==> src/include/rv_opcodes.svh <==
`ifndef RV_OPCODES_SVH
`define RV_OPCODES_SVH

// ******************************
// RV32I major opcodes, inst[6:0]
// ******************************

`define RV_OPC_LOAD   7'b0000011
`define RV_OPC_STORE  7'b0100011
`define RV_OPC_OP_IMM 7'b0010011
`define RV_OPC_OP     7'b0110011
`define RV_OPC_JAL    7'b1101111
`define RV_OPC_JALR   7'b1100111
`define RV_OPC_LUI    7'b0110111
`define RV_OPC_AUIPC  7'b0010111

// ******************************
// Load/store widths, inst[14:12]
// ******************************

`define RV_F3_B  3'b000
`define RV_F3_H  3'b001
`define RV_F3_W  3'b010
// Unsigned variants, loads only
`define RV_F3_BU 3'b100
`define RV_F3_HU 3'b101

`endif

==> src/verilog/mem_pkg.sv <==
package mem_pkg;

`include "rv_opcodes.svh"

    // Widths and sizes
    localparam int XLEN       = 32;
    localparam int REG_AW     = 5;
    localparam int CSR_AW     = 12;
    localparam int DMEM_WORDS = 256;
    localparam int DMEM_AW    = 8;

    // Bit positions in the exception word
    localparam int EXC_LOAD_MISALIGN  = 4;
    localparam int EXC_STORE_MISALIGN = 6;

    localparam logic [6:0] OPC_LOAD   = `RV_OPC_LOAD;
    localparam logic [6:0] OPC_STORE  = `RV_OPC_STORE;
    localparam logic [6:0] OPC_OP_IMM = `RV_OPC_OP_IMM;
    localparam logic [6:0] OPC_OP     = `RV_OPC_OP;
    localparam logic [6:0] OPC_JAL    = `RV_OPC_JAL;
    localparam logic [6:0] OPC_JALR   = `RV_OPC_JALR;
    localparam logic [6:0] OPC_LUI    = `RV_OPC_LUI;
    localparam logic [6:0] OPC_AUIPC  = `RV_OPC_AUIPC;

    localparam logic [2:0] F3_B  = `RV_F3_B;
    localparam logic [2:0] F3_H  = `RV_F3_H;
    localparam logic [2:0] F3_W  = `RV_F3_W;
    localparam logic [2:0] F3_BU = `RV_F3_BU;
    localparam logic [2:0] F3_HU = `RV_F3_HU;

    // One RAM word, seen whole, by halfword or by byte lane
    typedef union packed {
        logic [XLEN-1:0]  w;
        logic [1:0][15:0] h;
        logic [3:0][7:0]  b;
    } mem_word_u;

    // ******************************
    // Stage records
    // ******************************

    typedef struct packed {
        logic [XLEN-1:0]   inst;
        logic [XLEN-1:0]   inst_addr;
        logic              regs_wen;
        logic [REG_AW-1:0] rd_addr;
        logic [XLEN-1:0]   rd_data;
        logic [XLEN-1:0]   mem_addr;
        logic [XLEN-1:0]   store_data;
        logic              csr_wen;
        logic [CSR_AW-1:0] csr_wr_addr;
        logic [XLEN-1:0]   csr_wr_data;
        logic [XLEN-1:0]   exception;
    } ex_mem_t;

    // Same as ex_mem_t minus store data
    typedef struct packed {
        logic [XLEN-1:0]   inst;
        logic [XLEN-1:0]   inst_addr;
        logic              regs_wen;
        logic [REG_AW-1:0] rd_addr;
        logic [XLEN-1:0]   rd_data;
        logic [XLEN-1:0]   mem_addr;
        logic              csr_wen;
        logic [CSR_AW-1:0] csr_wr_addr;
        logic [XLEN-1:0]   csr_wr_data;
        logic [XLEN-1:0]   exception;
    } mem_stage_t;

    typedef struct packed {
        logic               en;
        logic               we;
        logic [3:0]         be;
        logic [DMEM_AW-1:0] addr;
        mem_word_u          wdata;
    } dmem_req_t;

    typedef struct packed {
        logic [XLEN-1:0]   inst;
        logic [XLEN-1:0]   inst_addr;
        logic              regs_wen;
        logic [REG_AW-1:0] rd_addr;
        logic [XLEN-1:0]   rd_data;
        logic              csr_wen;
        logic [CSR_AW-1:0] csr_wr_addr;
        logic [XLEN-1:0]   csr_wr_data;
    } mem_wb_t;

endpackage

==> src/verilog/mem_access_ctrl.sv <==
`timescale 1ns/10ps

module mem_access_ctrl import mem_pkg::*; (
    input  logic       clk,
    input  logic       reset_i,
    input  logic       ex_valid_i,
    input  ex_mem_t    ex_i,
    output dmem_req_t  dmem_req_o,
    output logic       stage_valid_o,
    output mem_stage_t stage_o
);

    logic [6:0]      opcode;
    logic [2:0]      funct3;
    logic [1:0]      lane;
    logic            is_load;
    logic            is_store;
    logic            size_b;
    logic            size_h;
    logic            size_w;
    logic            misalign;
    logic            store_we;
    logic [3:0]      byte_en;
    mem_word_u       wdata;
    logic [XLEN-1:0] exc_flags;

    assign opcode   = ex_i.inst[6:0];
    assign funct3   = ex_i.inst[14:12];
    assign lane     = ex_i.mem_addr[1:0];
    assign is_load  = (opcode == OPC_LOAD);
    assign is_store = (opcode == OPC_STORE);

    // Access size from funct3
    always_comb begin
        size_b = 1'b0;
        size_h = 1'b0;
        size_w = 1'b0;
        case (funct3)
            F3_B, F3_BU: size_b = 1'b1;
            F3_H, F3_HU: size_h = 1'b1;
            F3_W:        size_w = 1'b1;
            default:     size_b = 1'b0;
        endcase
    end

    // Halfword needs bit 0 clear, word needs bits 1:0 clear
    assign misalign = (size_h & lane[0]) | (size_w & (lane != 2'b00));
    assign store_we = ex_valid_i & is_store & ~misalign;

    always_comb begin
        byte_en = 4'b0000;
        wdata.w = ex_i.store_data;
        if (size_b) begin
            byte_en = 4'b0001 << lane;
            wdata.b = {4{ex_i.store_data[7:0]}};
        end else if (size_h) begin
            byte_en = lane[1] ? 4'b1100 : 4'b0011;
            wdata.h = {2{ex_i.store_data[15:0]}};
        end else if (size_w) begin
            byte_en = 4'b1111;
        end
    end

    // ******************************
    // RAM request, same cycle
    // ******************************

    // Misaligned loads still read, the result is dropped later
    assign dmem_req_o.en    = (ex_valid_i & is_load) | store_we;
    assign dmem_req_o.we    = store_we;
    assign dmem_req_o.be    = store_we ? byte_en : 4'b0000;
    assign dmem_req_o.addr  = ex_i.mem_addr[DMEM_AW+1:2];
    assign dmem_req_o.wdata = wdata;

    always_comb begin
        exc_flags = '0;
        exc_flags[EXC_LOAD_MISALIGN]  = is_load & misalign;
        exc_flags[EXC_STORE_MISALIGN] = is_store & misalign;
    end

    // ******************************
    // Stage record
    // ******************************

    always_ff @(posedge clk) begin
        if (reset_i) begin
            stage_valid_o <= 1'b0;
        end else begin
            stage_valid_o <= ex_valid_i;
        end
    end

    always_ff @(posedge clk) begin
        if (ex_valid_i) begin
            stage_o.inst        <= ex_i.inst;
            stage_o.inst_addr   <= ex_i.inst_addr;
            stage_o.regs_wen    <= ex_i.regs_wen & ~(is_load & misalign);
            stage_o.rd_addr     <= ex_i.rd_addr;
            stage_o.rd_data     <= ex_i.rd_data;
            stage_o.mem_addr    <= ex_i.mem_addr;
            stage_o.csr_wen     <= ex_i.csr_wen;
            stage_o.csr_wr_addr <= ex_i.csr_wr_addr;
            stage_o.csr_wr_data <= ex_i.csr_wr_data;
            stage_o.exception   <= ex_i.exception | exc_flags;
        end
    end

endmodule

==> config.mk <==
export PLATFORM = sky130hd
export DESIGN_NAME = mem_access_ctrl
export DESIGN_NICKNAME = d
export VERILOG_FILES = /design/src/verilog/mem_pkg.sv /design/src/verilog/mem_access_ctrl.sv
export VERILOG_INCLUDE_DIRS = /design/src /design/src/include
export SDC_FILE = /design/constraint.sdc
export NUM_CORES = 1
export LEC_CHECK = 0
export BUFFER_PORTS_ARGS = -buffer_cell sky130_fd_sc_hd__buf_2
export CORE_AREA = 2 2 196 198
export DETAILED_ROUTE_END_ITERATION = 16
export DIE_AREA = 0 0 198 200
export SLEW_MARGIN = 20
export SYNTH_ARGS = -nofsm -noshare
export SYNTH_HDL_FRONTEND = slang
export SYNTH_SLANG_ARGS = --single-unit
==> constraint.sdc <==
create_clock -name clk -period 1.3 [get_ports clk]
set_input_delay 0.13 -clock clk [delete_from_list [all_inputs] [get_ports clk]]
set_output_delay 0.13 -clock clk [all_outputs]
set_load 0.05 [all_outputs]
Yosys cells after proc, flatten, opt, wreduce, memory -nomap -nowiden
Cells that the tools add are included.

storage, ports and cells
  bits of input ports = 246
  flip-flop bits (word level) = 212

cells by class
  reductions and logical operators = 4
  equality and inequality tests = 6
  bitwise logic cells = 13
  shift-type cells = 1
  muxes and demuxes = 10

operator list
  operator               count
  $mux W32               2
  $or A32 B7 Y32         1
  $mux W4                5
  $and A1 B1 Y1          8
  $eq A7 B2 Y1 const B   1
  $eq A7 B6 Y1 const B   1
  $eq A3 B3 Y1 const B   2
  $reduce_or A2 Y1       2
  $shl A1 B2 Y4 const A  1
  $eq A3 B1 Y1 const B   1
  $eq A3 B2 Y1 const B   1
  $logic_not A3 Y1       1
  $mux W1                3
  $not A1 Y1             2
  $or A1 B1 Y1           2
  $reduce_bool A2 Y1     1

Logic depth before layout (Yosys ltp)
  word-level depth = 8
  mapped depth = 5
  gate-level depth less buffers = 3

Worst setup path after synthesis
Ideal clock, no wire load.

  path type = input -> output
  start = in ex_i[213] in the netlist's numbering
  end = out dmem_req_o[41] in the netlist's numbering
  arrival time = 1.811 ns
  required time = 1.170 ns
  buffers on the path = 0
  path slack = -0.641 ns
  cell stages on the path = 3
  path through = and4bb_2 > nand3_1 > a211oi_1

RTL lines
  item                line                  source
  start: declaration  mem_access_ctrl.sv:7  input ex_mem_t ex_i,
  end: declaration    mem_access_ctrl.sv:8  output dmem_req_t dmem_req_o,

==> reports/qor.csv <==
metric,value,unit
setup_ws,-0.05464,ns
detail_route.first_pass.iterations,4,
synthMuxAreaShare,3.686,%
gp_congestion,0.8893,
fp.dieArea,0.03960,mm^2
die_w,198,um
yosys_warnings,0,
grt_setup_unrepaired,true,
grt_usage,13.28,%
ys_async_sr_fraction,0,%
clk_pin_slew_worst_paths,0.06,ns
min_to,stage_o[6],
vdd_drop_max,0.8267,mV
leakage,5.881,nW
cts_buffers,24,
fin_nets,1301,
syn_to_final_growth,95.48,%
drc,0,
antenna_found_initial,5,
netlist_instances,304,
grt_pass1_wl,38.43,mm
fin_area,0.01380,mm^2
num_rows,71,
violations,negative setup slack,
routed_wl,28.75,mm
synthAdderAreaFrac,0,%
cp_slowest_stage_delay,0.37,ns
drt_iter0_drc,201,
syn_nets,550,
ys_types,25,
maxCapViolCount,0,
synth-simple-area-share,1.825,%
yosys_register_bits,212,
synth_compound_area_share,2.038,%
status,finished with violations,
grt_pass1_vias,6322,
fin_cells,1588,
dp_slack,-0.1846,ns
die_y,200,um
synth_edf_count,211,
worst_pin_slew,0.3729,ns
min_path_cells,3,
met3_length,2.843,mm
drv_slew,0,
avgSynthCellArea,23.23,um^2
top_layer,met4,
cts-root-buf,clkbuf_16,
hp-start,ex_i[216],
power,19.59,mW
slowest_stage,and4bb_4,
hpwl,20.46,mm
cts-htree-levels,1,
min_period_over_period,104.2,%
core-area,0.03740,mm^2
synth-xor-area-share,0,%
cts_tree,yes,
avgViaCountPerCell,3.749,
final_hold_viol_count,0,
dpl_cell_area,0.01047,mm^2
crit_required,1.17,ns
ant_nets,0,
critical_path_class,in -> out,
layout-drive-gt1-share,56.38,%
fmax,738.2,MHz
clockBufferDepth,3,
slew_headroom,74.88,%
cp.arrival,1.22,ns
wl_met2,14.69,mm
syn_area,0.007061,mm^2
drt-met1-wl,9.707,mm
synth_flop_cell,edfxtp_1,
grt_remaining_overflow,0,
holdWs,0.1208,ns
pin_count,504,
setup-tns-final,-0.07773,ns
cts_sinks,212,
crit_fanout,4,
setup_viol,3,
endpoint_kind,output port,
wl_per_cell,18.10,um
ys_seq_area_share,90.02,%
portBuffers,503,
start_kind,primary input,
cp_cell_sequence,buf_6 > and4bb_4 > nand3_4 > nor3_4 > buf_12,
synth_top_family_by_area,multiplexers,
start_util,18.88,%
period_minus_slack,1.355,ns
grt_max_degree,65,
p_per_area,1419,mW/mm^2
min_path_type,in -> reg,
place_inst,1327,
postLayoutCoreUtil,36.90,%
vias,5954,
==> sequential cells by signal, indices dropped and copies added, names as in the netlist <==
register,count
stage_o,211
stage_valid_o,1
==> per-layer routing <==
| layer | vias to the layer above | GRT usage (%) |
|---|---|---|
| met2 | 381 | 24.50 |
| li1 | 2702 | - |
| met5 | - | 0 |
| met3 | 63 | 4.755 |
| met1 | 2808 | 12.70 |
| met4 | 0 | 7.937 |
==> how the worst max path moves through the flow <==
stage | startpoint | end | slack, ns | depth (start not counted)
detailed placement | ex_i[109] | dmem_req_o[45] | -0.18 | 6
global route | ex_i[213] | dmem_req_o[40] | -0.07 | 5
global placement | ex_i[223] | dmem_req_o[45] | -0.14 | 6
finish | ex_i[213] | dmem_req_o[40] | -0.05 | 5
floorplan | ex_i[223] | stage_o[146] | -0.10 | 4
CTS | ex_i[214] | dmem_req_o[40] | -0.07 | 5
==> worst max-delay path, delay by kind of cell <==
kind / cells / cell delay (ns)
buf+inv: 2 / 0.27
simple gates: 3 / 0.82
==> placed cells by master (no fill, tap or decap), types with 2 or more instances in the layout <==
master,synthesis,layout
a41o_1,2,2
clkinv_1,0,7
o21ai_2,0,9
edfxtp_1,211,211
clkbuf_16,0,25
nor2_1,3,2
mux2i_1,8,8
diode_2,0,4
buf_8,0,4
a211oi_4,0,2
nand2_1,10,10
mux2_2,16,12
o21ai_0,12,2
buf_4,18,68
bufinv_16,0,3
buf_6,1,33
clkbuf_4,0,8
inv_1,3,3
clkinv_4,0,2
nor2b_1,2,2
clkbuf_1,0,5
buf_2,2,416
buf_12,0,6
mux2_4,0,4
dlygate4sd3_1,0,211
==> layout make-up <==
class                      instances  area, um^2
clock buffer                      30       644.4
timing repair buffer             747        5330
clock inverter                    14       146.4
tap                              511       639.4
fill                            3535       23600
antenna                            4       10.01
multi-input combinational         67       664.4
inverter                           3       11.26
sequential                       212        6356
==> cells by family after synthesis <==
kind of cell           Yosys count
AO/OA/AOI/OAI                   20
buffers and inverters           25
flip-flops                     212
multiplexers                    24
AND/OR/NAND/NOR                 23
==> cells in the mapped netlist (all sizes together) (2+ instances only) <==
cell,count,area (um^2)
edfxtp,211,6336
buf,22,160.1
mux2,16,180.2
o21ai,12,60.06
nand2,10,37.54
mux2i,8,80.08
nor2,4,17.52
inv,3,11.26
a211oi,2,15.01
a41o,2,20.02
and4bb,2,25.02
nand3,2,10.01
nor2b,2,12.51
==> where the power goes <==
part           internal (mW)  leakage (nW)  switching [mW]
Sequential              8.12          2.07           0.168
Combinational           1.42          3.43            3.05
Clock                   4.10         0.380            2.73
==> timing repair <==
item	in CTS	in global routing
setup endpoints to repair	49	63
buffers inserted	0	2
hold endpoints to repair	211	0
pin swaps	4	3
hold buffers	211	0
gates resized for setup	80	84
(Power assumes the default switching activity.)
