`src/include/rv_opcodes.svh`:
```
`ifndef RV_OPCODES_SVH
`define RV_OPCODES_SVH

// ******************************
// RV32I major opcodes, inst[6:0]
// ******************************

`define RV_OPC_LOAD   7'b0000011
`define RV_OPC_STORE  7'b0100011
`define RV_OPC_OP_IMM 7'b0010011
`define RV_OPC_OP     7'b0110011
`define RV_OPC_JAL    7'b1101111
`define RV_OPC_JALR   7'b1100111
`define RV_OPC_LUI    7'b0110111
`define RV_OPC_AUIPC  7'b0010111

// ******************************
// Load/store widths, inst[14:12]
// ******************************

`define RV_F3_B  3'b000
`define RV_F3_H  3'b001
`define RV_F3_W  3'b010
// Unsigned variants, loads only
`define RV_F3_BU 3'b100
`define RV_F3_HU 3'b101

`endif

```
`src/verilog/mem_pkg.sv`:
```
package mem_pkg;

`include "rv_opcodes.svh"

    // Widths and sizes
    localparam int XLEN       = 32;
    localparam int REG_AW     = 5;
    localparam int CSR_AW     = 12;
    localparam int DMEM_WORDS = 256;
    localparam int DMEM_AW    = 8;

    // Bit positions in the exception word
    localparam int EXC_LOAD_MISALIGN  = 4;
    localparam int EXC_STORE_MISALIGN = 6;

    localparam logic [6:0] OPC_LOAD   = `RV_OPC_LOAD;
    localparam logic [6:0] OPC_STORE  = `RV_OPC_STORE;
    localparam logic [6:0] OPC_OP_IMM = `RV_OPC_OP_IMM;
    localparam logic [6:0] OPC_OP     = `RV_OPC_OP;
    localparam logic [6:0] OPC_JAL    = `RV_OPC_JAL;
    localparam logic [6:0] OPC_JALR   = `RV_OPC_JALR;
    localparam logic [6:0] OPC_LUI    = `RV_OPC_LUI;
    localparam logic [6:0] OPC_AUIPC  = `RV_OPC_AUIPC;

    localparam logic [2:0] F3_B  = `RV_F3_B;
    localparam logic [2:0] F3_H  = `RV_F3_H;
    localparam logic [2:0] F3_W  = `RV_F3_W;
    localparam logic [2:0] F3_BU = `RV_F3_BU;
    localparam logic [2:0] F3_HU = `RV_F3_HU;

    // One RAM word, seen whole, by halfword or by byte lane
    typedef union packed {
        logic [XLEN-1:0]  w;
        logic [1:0][15:0] h;
        logic [3:0][7:0]  b;
    } mem_word_u;

    // ******************************
    // Stage records
    // ******************************

    typedef struct packed {
        logic [XLEN-1:0]   inst;
        logic [XLEN-1:0]   inst_addr;
        logic              regs_wen;
        logic [REG_AW-1:0] rd_addr;
        logic [XLEN-1:0]   rd_data;
        logic [XLEN-1:0]   mem_addr;
        logic [XLEN-1:0]   store_data;
        logic              csr_wen;
        logic [CSR_AW-1:0] csr_wr_addr;
        logic [XLEN-1:0]   csr_wr_data;
        logic [XLEN-1:0]   exception;
    } ex_mem_t;

    // Same as ex_mem_t minus store data
    typedef struct packed {
        logic [XLEN-1:0]   inst;
        logic [XLEN-1:0]   inst_addr;
        logic              regs_wen;
        logic [REG_AW-1:0] rd_addr;
        logic [XLEN-1:0]   rd_data;
        logic [XLEN-1:0]   mem_addr;
        logic              csr_wen;
        logic [CSR_AW-1:0] csr_wr_addr;
        logic [XLEN-1:0]   csr_wr_data;
        logic [XLEN-1:0]   exception;
    } mem_stage_t;

    typedef struct packed {
        logic               en;
        logic               we;
        logic [3:0]         be;
        logic [DMEM_AW-1:0] addr;
        mem_word_u          wdata;
    } dmem_req_t;

    typedef struct packed {
        logic [XLEN-1:0]   inst;
        logic [XLEN-1:0]   inst_addr;
        logic              regs_wen;
        logic [REG_AW-1:0] rd_addr;
        logic [XLEN-1:0]   rd_data;
        logic              csr_wen;
        logic [CSR_AW-1:0] csr_wr_addr;
        logic [XLEN-1:0]   csr_wr_data;
    } mem_wb_t;

endpackage

```
`src/verilog/mem.sv`:
```
`timescale 1ns/10ps

module mem import mem_pkg::*; (
    input  logic            clk,
    input  logic            reset_i,
    input  logic            stage_valid_i,
    input  mem_stage_t      stage_i,
    input  mem_word_u       mem_data_i,
    output logic            wb_valid_o,
    output mem_wb_t         wb_o,
    output logic [XLEN-1:0] exception_o
);

    logic [6:0]      opcode;
    logic [2:0]      funct3;
    logic [1:0]      lane;
    logic [7:0]      byte_sel;
    logic [15:0]     half_sel;
    logic [XLEN-1:0] load_data;
    logic [XLEN-1:0] wr_data;

    assign opcode = stage_i.inst[6:0];
    assign funct3 = stage_i.inst[14:12];
    assign lane   = stage_i.mem_addr[1:0];

    // ******************************
    // Load extraction
    // ******************************

    // Lane pick from low address bits
    assign byte_sel = mem_data_i.b[lane];
    assign half_sel = mem_data_i.h[lane[1]];

    always_comb begin
        case (funct3)
            F3_B:    load_data = {{24{byte_sel[7]}}, byte_sel};
            F3_H:    load_data = {{16{half_sel[15]}}, half_sel};
            F3_W:    load_data = mem_data_i.w;
            F3_BU:   load_data = {24'b0, byte_sel};
            F3_HU:   load_data = {16'b0, half_sel};
            default: load_data = '0;
        endcase
    end

    // Register write value
    always_comb begin
        case (opcode)
            OPC_OP_IMM,
            OPC_OP,
            OPC_JAL,
            OPC_JALR,
            OPC_LUI,
            OPC_AUIPC: wr_data = stage_i.rd_data;
            OPC_LOAD:  wr_data = load_data;
            // Stores and anything unknown
            default:   wr_data = '0;
        endcase
    end

    // ******************************
    // Writeback register
    // ******************************

    always_ff @(posedge clk) begin
        if (reset_i) begin
            wb_valid_o   <= 1'b0;
            wb_o.regs_wen <= 1'b0;
            wb_o.csr_wen <= 1'b0;
            exception_o  <= '0;
        end else begin
            wb_valid_o    <= stage_valid_i;
            // Write enables only live alongside a valid result
            wb_o.regs_wen <= stage_valid_i & stage_i.regs_wen;
            wb_o.csr_wen  <= stage_valid_i & stage_i.csr_wen;
            exception_o   <= stage_valid_i ? stage_i.exception : '0;
            if (stage_valid_i) begin
                wb_o.inst        <= stage_i.inst;
                wb_o.inst_addr   <= stage_i.inst_addr;
                wb_o.rd_addr     <= stage_i.rd_addr;
                wb_o.rd_data     <= wr_data;
                wb_o.csr_wr_addr <= stage_i.csr_wr_addr;
                wb_o.csr_wr_data <= stage_i.csr_wr_data;
            end
        end
    end

endmodule

```
`config.mk`:
```
export PLATFORM = sky130hd
export DESIGN_NAME = mem
export DESIGN_NICKNAME = d
export VERILOG_FILES = /design/src/verilog/mem_pkg.sv /design/src/verilog/mem.sv
export VERILOG_INCLUDE_DIRS = /design/src /design/src/include
export SDC_FILE = /design/constraint.sdc
export NUM_CORES = 1
export LEC_CHECK = 0
export BUFFER_PORTS_ARGS = -buffer_cell sky130_fd_sc_hd__buf_4
export CORE_AREA = 2 2 167 169
export CTS_CLUSTER_SIZE = 40
export DETAILED_ROUTE_END_ITERATION = 16
export DIE_AREA = 0 0 169 171
export PLACE_DENSITY = 0.47
export SLEW_MARGIN = 5
export SYNTH_ARGS = -nofsm -noshare
export SYNTH_HDL_FRONTEND = slang
export SYNTH_SLANG_ARGS = --single-unit
```
`constraint.sdc`:
```
create_clock -name clk -period 8.65 [get_ports clk]
set_input_delay 1.2975 -clock clk [delete_from_list [all_inputs] [get_ports clk]]
set_output_delay 1.2975 -clock clk [all_outputs]
set_load 0.03 [all_outputs]
```
# Word-level counts from Yosys, hierarchy flattened
# Cells that the tools add are included.
# classes
eq_ne	11
bitwise_logic	4
reduce_logical	4
n_mux	6
magnitude_cmp	2
# op_table
op	n
one-hot mux 32 bit (5 select lines)	1
one-hot mux 32 bit (2 select lines)	1
two-way mux 16 bit	2
binary-select mux 8 bit (select 2 bit)	1
equality test 7 x 5 -> 1 bit (second input constant)	2
equality test 7 x 6 -> 1 bit (second input constant)	2
equality test 7 bit (second input constant)	2
two-way mux 8 bit	1
equality test 7 x 2 -> 1 bit (second input constant)	1
equality test 3 bit (second input constant)	2
OR reduction 6 bit	1
equality test 3 x 1 -> 1 bit (second input constant)	1
equality test 3 x 2 -> 1 bit (second input constant)	1
logical NOT 3 bit	1
< comparator 2 x 3 -> 1 bit (second input constant)	1
AND 1 bit	2
< comparator 1 x 2 -> 1 bit (second input constant)	1
NOT 1 bit	2
AND reduction 2 bit	1
OR reduction 2 bit	1
# word_totals
out_inout_bits	180
wordCells	37
ff_bits	180

# Logic depth before layout (Yosys ltp)
# Gate-level depths: netlist of run 1.
# depth
ltp_word	4
ltp_mapped	6

# Least setup slack after synthesis of run 1
# Ideal clock, no wire load.
# synth_timing
kind	input -> register
start	in stage_valid_i
end	reg wb_o[0] in the netlist's numbering, enable pin
path_stages	2
slack_ns	2.433
required_time_ns	8.087
t_arrival_ns	5.654
setup_ns	0.563
n_path_buf	1
cell_sequence	nor2b_1 -> clkbuf_1
# synth_between
elab_chain_cells	1
# synth_lines
element	line	source
start, declared	mem.sv:6	input logic stage_valid_i,
AND reduction 2 bit (no line)	--	
end, declared	mem.sv:10	output mem_wb_t wb_o,
# No other way between the ends.
# A chain may end at the register's enable or synchronous reset.

# Final worst setup path of run 1
# layout_timing
start	in stage_i[181] in the netlist's numbering
end	reg wb_o[75] in the netlist's numbering, data pin
# layout_between
elab_chain_cells	3
elab_cells_between_ends	9
classes_between	eq/ne: 7; mux: 1; reduce/logical: 1
# layout_lines
element	line	source
start, declared	mem.sv:7	input mem_stage_t stage_i,
equality test 7 x 5 -> 1 bit, or another cell as far along	mem.sv:47	case (opcode)
OR reduction 6 bit	mem.sv:47	
one-hot mux 32 bit (2 select lines) (*)	mem.sv:47	
via wr_data[30]	mem.sv:20	logic [XLEN-1:0] wr_data;
# Mark *: on every way through the listed nets, which the timed path passes. The rest lies on a longest branch.

==> results of run 1 <==
-- synth_stat cells, types with 2 or more instances --
| library cell | number |
|---|---|
| buf_4 | 2 |
| a221o_1 | 6 |
| edfxtp_1 | 145 |
| a221o_2 | 10 |
| mux2_2 | 8 |
| a22oi_1 | 7 |
| a21o_1 | 8 |
| and2_1 | 35 |
| a21oi_1 | 7 |
| dfxtp_1 | 35 |
| nor3_1 | 2 |
| o21ai_0 | 3 |
| nand2_1 | 2 |
| a222oi_1 | 8 |
| nor3b_2 | 2 |
| nor2b_1 | 5 |
| clkbuf_1 | 9 |
| o2bb2ai_1 | 8 |
-- power by group through the flow --
stage / Clock (mW) / Combinational, mW / Sequential [mW]
2_1_floorplan: 0 / 0.0354 / 1.13
3_3_place_gp: 0 / 0.311 / 1.02
3_5_place_dp: 0 / 0.314 / 1.03
4_1_cts: 0.781 / 0.314 / 1.01
5_1_grt: 0.816 / 0.326 / 1.01
6_report: 0.750 / 0.310 / 1.01
-- path summary, 6_finish.rpt --
check         start                 end  slack (ns)  cells after the start
max    stage_i[181]  wb_o[75]$_DFFE_PP_        5.20                      5
min     stage_i[37]   wb_o[5]$_DFFE_PP_        1.04                      1
-- per-layer routing --
| layer | share of wire | GRT usage |
|---|---|---|
| met4 | 0.023 | 0.0450 |
| met5 | 0 | 0 |
| met3 | 0.088 | 0.0516 |
| met1 | 0.37 | 0.143 |
| met2 | 0.52 | 0.225 |
-- logic make-up after synthesis --
| family | synth area share |
|---|---|
| flip-flops | 0.823 |
| AND/OR/NAND/NOR | 0.0571 |
| AO/OA/AOI/OAI | 0.0876 |
| multiplexers | 0.0200 |
| buffers and inverters | 0.0120 |
-- critical path, cell delays in order --
cell and delay (ns):
buf_4 0.12, nor3_1 0.31, nand4_1 0.72, a2111oi_4 1.03, a221o_2 0.24
-- area by class of cell --
type | count | area (µm²)
fill | 2661 | 17300
sequential | 180 | 5050
timing repair buffer | 398 | 2990
multi-input combinational | 125 | 1020
tap | 346 | 433
clock buffer | 18 | 429
clock inverter | 14 | 140
-- through the flow --
stage	utilization	setup WS (ns)	power, mW
after floorplan	-	2.43	1.17
after global placement	0.348	4.71	1.34
after detailed placement	0.348	4.67	1.34
after CTS	0.368	5.11	2.10
after global routing	0.368	4.88	2.15
final	0.368	5.20	2.07
-- flip-flops by register name, indices dropped and copies added, names as in the netlist --
| name | cells |
|---|---|
| wb_o | 147 |
| exception_o | 32 |
| wb_valid_o | 1 |
==> results.md, run 1 <==
* Final #Nets at 968
* Top cell type's share of synthesized area at 0.709
* Slew Limit Fails at 0
* Part of the power in registers at 0.487
* Grt ovf at 0
* Leakage at 4.20 nW
* Post-Synthesis Net Count at 566
* VDD IR max at about 0.12 mV
* Setup crit end kind: register
* IO Count at 426
* # DRC at 0
* First-pass GRT wire length at 27.9 mm
* Dpl cell area at around 9500 µm²
* Die X at 169 µm
* Gate power share at 0.150
* Worst Hold Class: in -> reg
* Die Span Y at 171 µm
* All-layer global routing usage at 0.129
* Final setup TNS at 0 ns
* First drt pass iteration count at 5
* CTS tree: built
* RD Place Congestion at ~0.78
* Initial antenna violation count at 0
* Worst endpoint data arrival time at 3.73 ns
* Crit-path max FO at 17
* Max transition margin at 0.319
* Measured slew at the worst slew-check pin at 1.02 ns
* FMAX at 290 MHz
* Initial core utilization at 0.225
* Sink Count at 180
* Total net switching power at 0.555 mW
* Crit path required time at slightly below 9 ns
* Vias in the first global route at approximately 4,700
* Worst Hold Slack at 1.04 ns
* Synth area leader: edfxtp_1
* Synthesized area per cell at approximately 19 µm²
* Clock root buffer: clkbuf_16
* YS warnings at 0
* Hold-fix buffers, CTS at 0
* Final hold vios at 0
* Setup violators final at 0
* #FFs+latches synth at 180
* Area Growth Syn to Fin at 64.0%
* Num CTS Buffers at 17
* Clock-pin slew on the worst setup and hold paths at 0.08 ns
* Clock buffer depth at 2
* Syn Std Cell Area at roughly 6100 µm²
* Diode count at 0
* Core region area at approximately 27,000 µm²
* Routed length per instance at around 18 µm
* Synth area leaders: edfxtp_1 71%, dfxtp_1 11%, and2_1 3.6%
* Max cap viols at 0
* Total wire length at 19.8 mm
* Post-CTS Resized at 0
* Post-route clock period utilization at 0.399
* Largest net degree at the start of global routing at 84
* Startpoint types: input port
* Commonest non-fill, non-tap cells in the layout: 398 x buf_4, 145 x edfxtp_1, 35 x and2_1, 35 x dfxtp_1, 17 x clkbuf_16
* Final non-filler cell total at between 1,000 and 1,500
* Kind of critical path: in -> reg
* Seq/Total Area, Yosys at 0.823
* Net Sw Frac at 0.269
* DRT antenna net count at 0
* Setup bufs post-CTS at 0
* Final min period at 3.45 ns
* Most common cell after layout, fill and taps aside: buf_4
* EDFF count, synth at ~150
* Design Area, Final at 10,100 µm²
* Part of the power in the clock network at 0.363
* Synth Instances at 320
* Vias per inst at 4.13
* RSZ-0062 raised after global routing: false
* DR vias at roughly 4,500
* Yosys cell types at 36
* Die footprint at 28,900 µm²
* H-tree Lvls at 4
* Row cnt at 61
* Status: finished clean
* Initial DRC count at 271
* Detailed placer's ending HPWL at around 15 mm
* Number of port buffers at 395
* Share of layout cells above drive strength 1 at 0.619
* Synth Flop Type: edfxtp_1
* Asr flop ratio synth at 0
* P per Cell Area at 205 nW/µm²
* Pint at approximately 1.5 mW
* Placed Cells incl. Taps at 1,049
No activity file was read; power rests on OpenSTA's default activity.
==> inputs of run 2 (changes only) <==
==> constraint.sdc (replaced) <==
create_clock -name clk -period 3.2 [get_ports clk]
set_input_delay 0.48 -clock clk [delete_from_list [all_inputs] [get_ports clk]]
set_output_delay 0.48 -clock clk [all_outputs]
set_load 0.03 [all_outputs]
==> run 2 against run 1 <==
Sequential cell count is the same; critical path depth down 1; non-clock buffer count increased by 5; die area unchanged; combinational power rose to 2.7 times the previous value; final area is 0.92% higher; core utilization is 0.34 points higher; global-route usage up 0.21 points; worst hold slack got worse by 0.82 ns; setup slack got worse by 4.0 ns; clock power grew to 2.7 times the previous value.
==> results.md, run 2 (synthesis results as in run 1) <==
* Final hold vios at 0
* Die footprint at 28,900 µm²
* Crit-path max FO at 16
* Slew Limit Fails at 0
* CP top delay family: simple AND/OR/NAND/NOR gates
* Largest net degree at the start of global routing at 90
* Clock-pin slew on the worst setup and hold paths at 0.08 ns
* Sink Count at 180
* FMAX at about 500 MHz
* Fin worst setup slack at 1.23 ns
* Buffers & Inverters on Critical Path at 1
* Worst Hold Slack at 0.227 ns
* Setup violators final at 0
* Clock root buffer: clkbuf_16
* RSZ-0062 raised after global routing: false
* Number of port buffers at 395
* Die X at 169 µm
* Vias per inst at 4.19
* Leakage at 4.24 nW
* Fin util at 0.372
* Total power at 5.63 mW
* Share of layout cells above drive strength 1 at 0.624
* Worst endpoint data arrival time at between 2 and 2.5 ns
* Status: finished clean
* CP max stage cell: and4_1
* Num CTS Buffers at 17
* Largest Register: wb_o
* Clock buffer depth at 2
* Final min period at 1.97 ns
* H-tree Lvls at 4
* Pre-CTS setup slack at about 0.83 ns
* Startpoint types: input port
* Initial core utilization at 0.225
* CTS tree: built
* All-layer global routing usage at 0.131
* Largest register FFs at between 100 and 150
* Setup bufs post-CTS at 0
* Top Registers: wb_o: 147 flops, exception_o: 32 flops, wb_valid_o: 1 flops
* Worst Hold Class: in -> reg
* Grt ovf at 0
* Die Span Y at 171 µm
* Initial antenna violation count at 0
* RD Place Congestion at 0.796
* IO Count at 426
* CP max stage delay at between 0.7 and 0.8 ns
* Diode count at 0
* Setup crit end kind: register
* Total wire length at around 20 mm
* Vias in the first global route at 4,791
* Post-route clock period utilization at 0.616
* Crit path required time at 3.49 ns
* Detailed placer's ending HPWL at 15.8 mm
* VDD IR max at 0.267 mV
* Final setup TNS at 0 ns
* Routed length per instance at 18.4 µm
* # DRC at 0
* Final #Nets at roughly 970
* Worst-path cell chain: buf_4, nor3b_2, and4_1, a221o_2
* Max transition margin at 0.355
* Most common cell after layout, fill and taps aside: buf_4
* Kind of critical path: in -> reg
* First-pass GRT wire length at roughly 28 mm
* First drt pass iteration count at 4
* Measured slew at the worst slew-check pin at 0.967 ns
* Row cnt at 61
* Area Growth Syn to Fin at 65.5%
* Core region area at 27,300 µm²
* Initial DRC count at 236
* Post-CTS Resized at 0
* Filler cells at 2,683
* Commonest non-fill, non-tap cells in the layout: 399 x buf_4, 145 x edfxtp_1, 35 x and2_1, 35 x dfxtp_1, 17 x clkbuf_16
* Hold-fix buffers, CTS at 0
* P per Cell Area at about 550 nW/µm²
* DR vias at 4,553
* DRT antenna net count at 0
* Max cap viols at 0
-- run 2: final cells by class --
cell class,instances,area (µm²),share of cell area
clock buffer,18,439,0.0432
sequential,180,5050,0.498
clock inverter,14,135,0.0133
multi-input combinational,125,1020,0.101
timing repair buffer,403,3080,0.303
tap,346,433,0.0426
-- run 2: final timing paths --
check | from | endpoint | cells past startpoint
max | stage_i[192] | wb_o[63]$_DFFE_PP_ | 4
min | stage_i[202] | wb_o[138]$_DFFE_PP_ | 1
-- run 2: stage by stage --
step | instances | instance area [µm²]
2_1_floorplan | 320 | 6140
3_3_place_gp | 1054 | 9590
3_5_place_dp | 1054 | 9590
4_1_cts | 1086 | 10200
5_1_grt | 1086 | 10200
6_report | 1086 | 10200
-- run 2: layer usage --
metal  GRT usage  share of wire
met5           0              0
met4      0.0416          0.019
met3      0.0465          0.088
met2       0.234           0.52
met1       0.146           0.37
-- run 2: power by group --
group          switching, mW  leakage [nW]  total, mW  internal [mW]
clock                  0.998         0.282       2.06           1.06
combinational          0.474          2.35      0.852          0.378
sequential            0.0421          1.61       2.72           2.68
total                   1.51          4.24       5.63           4.11
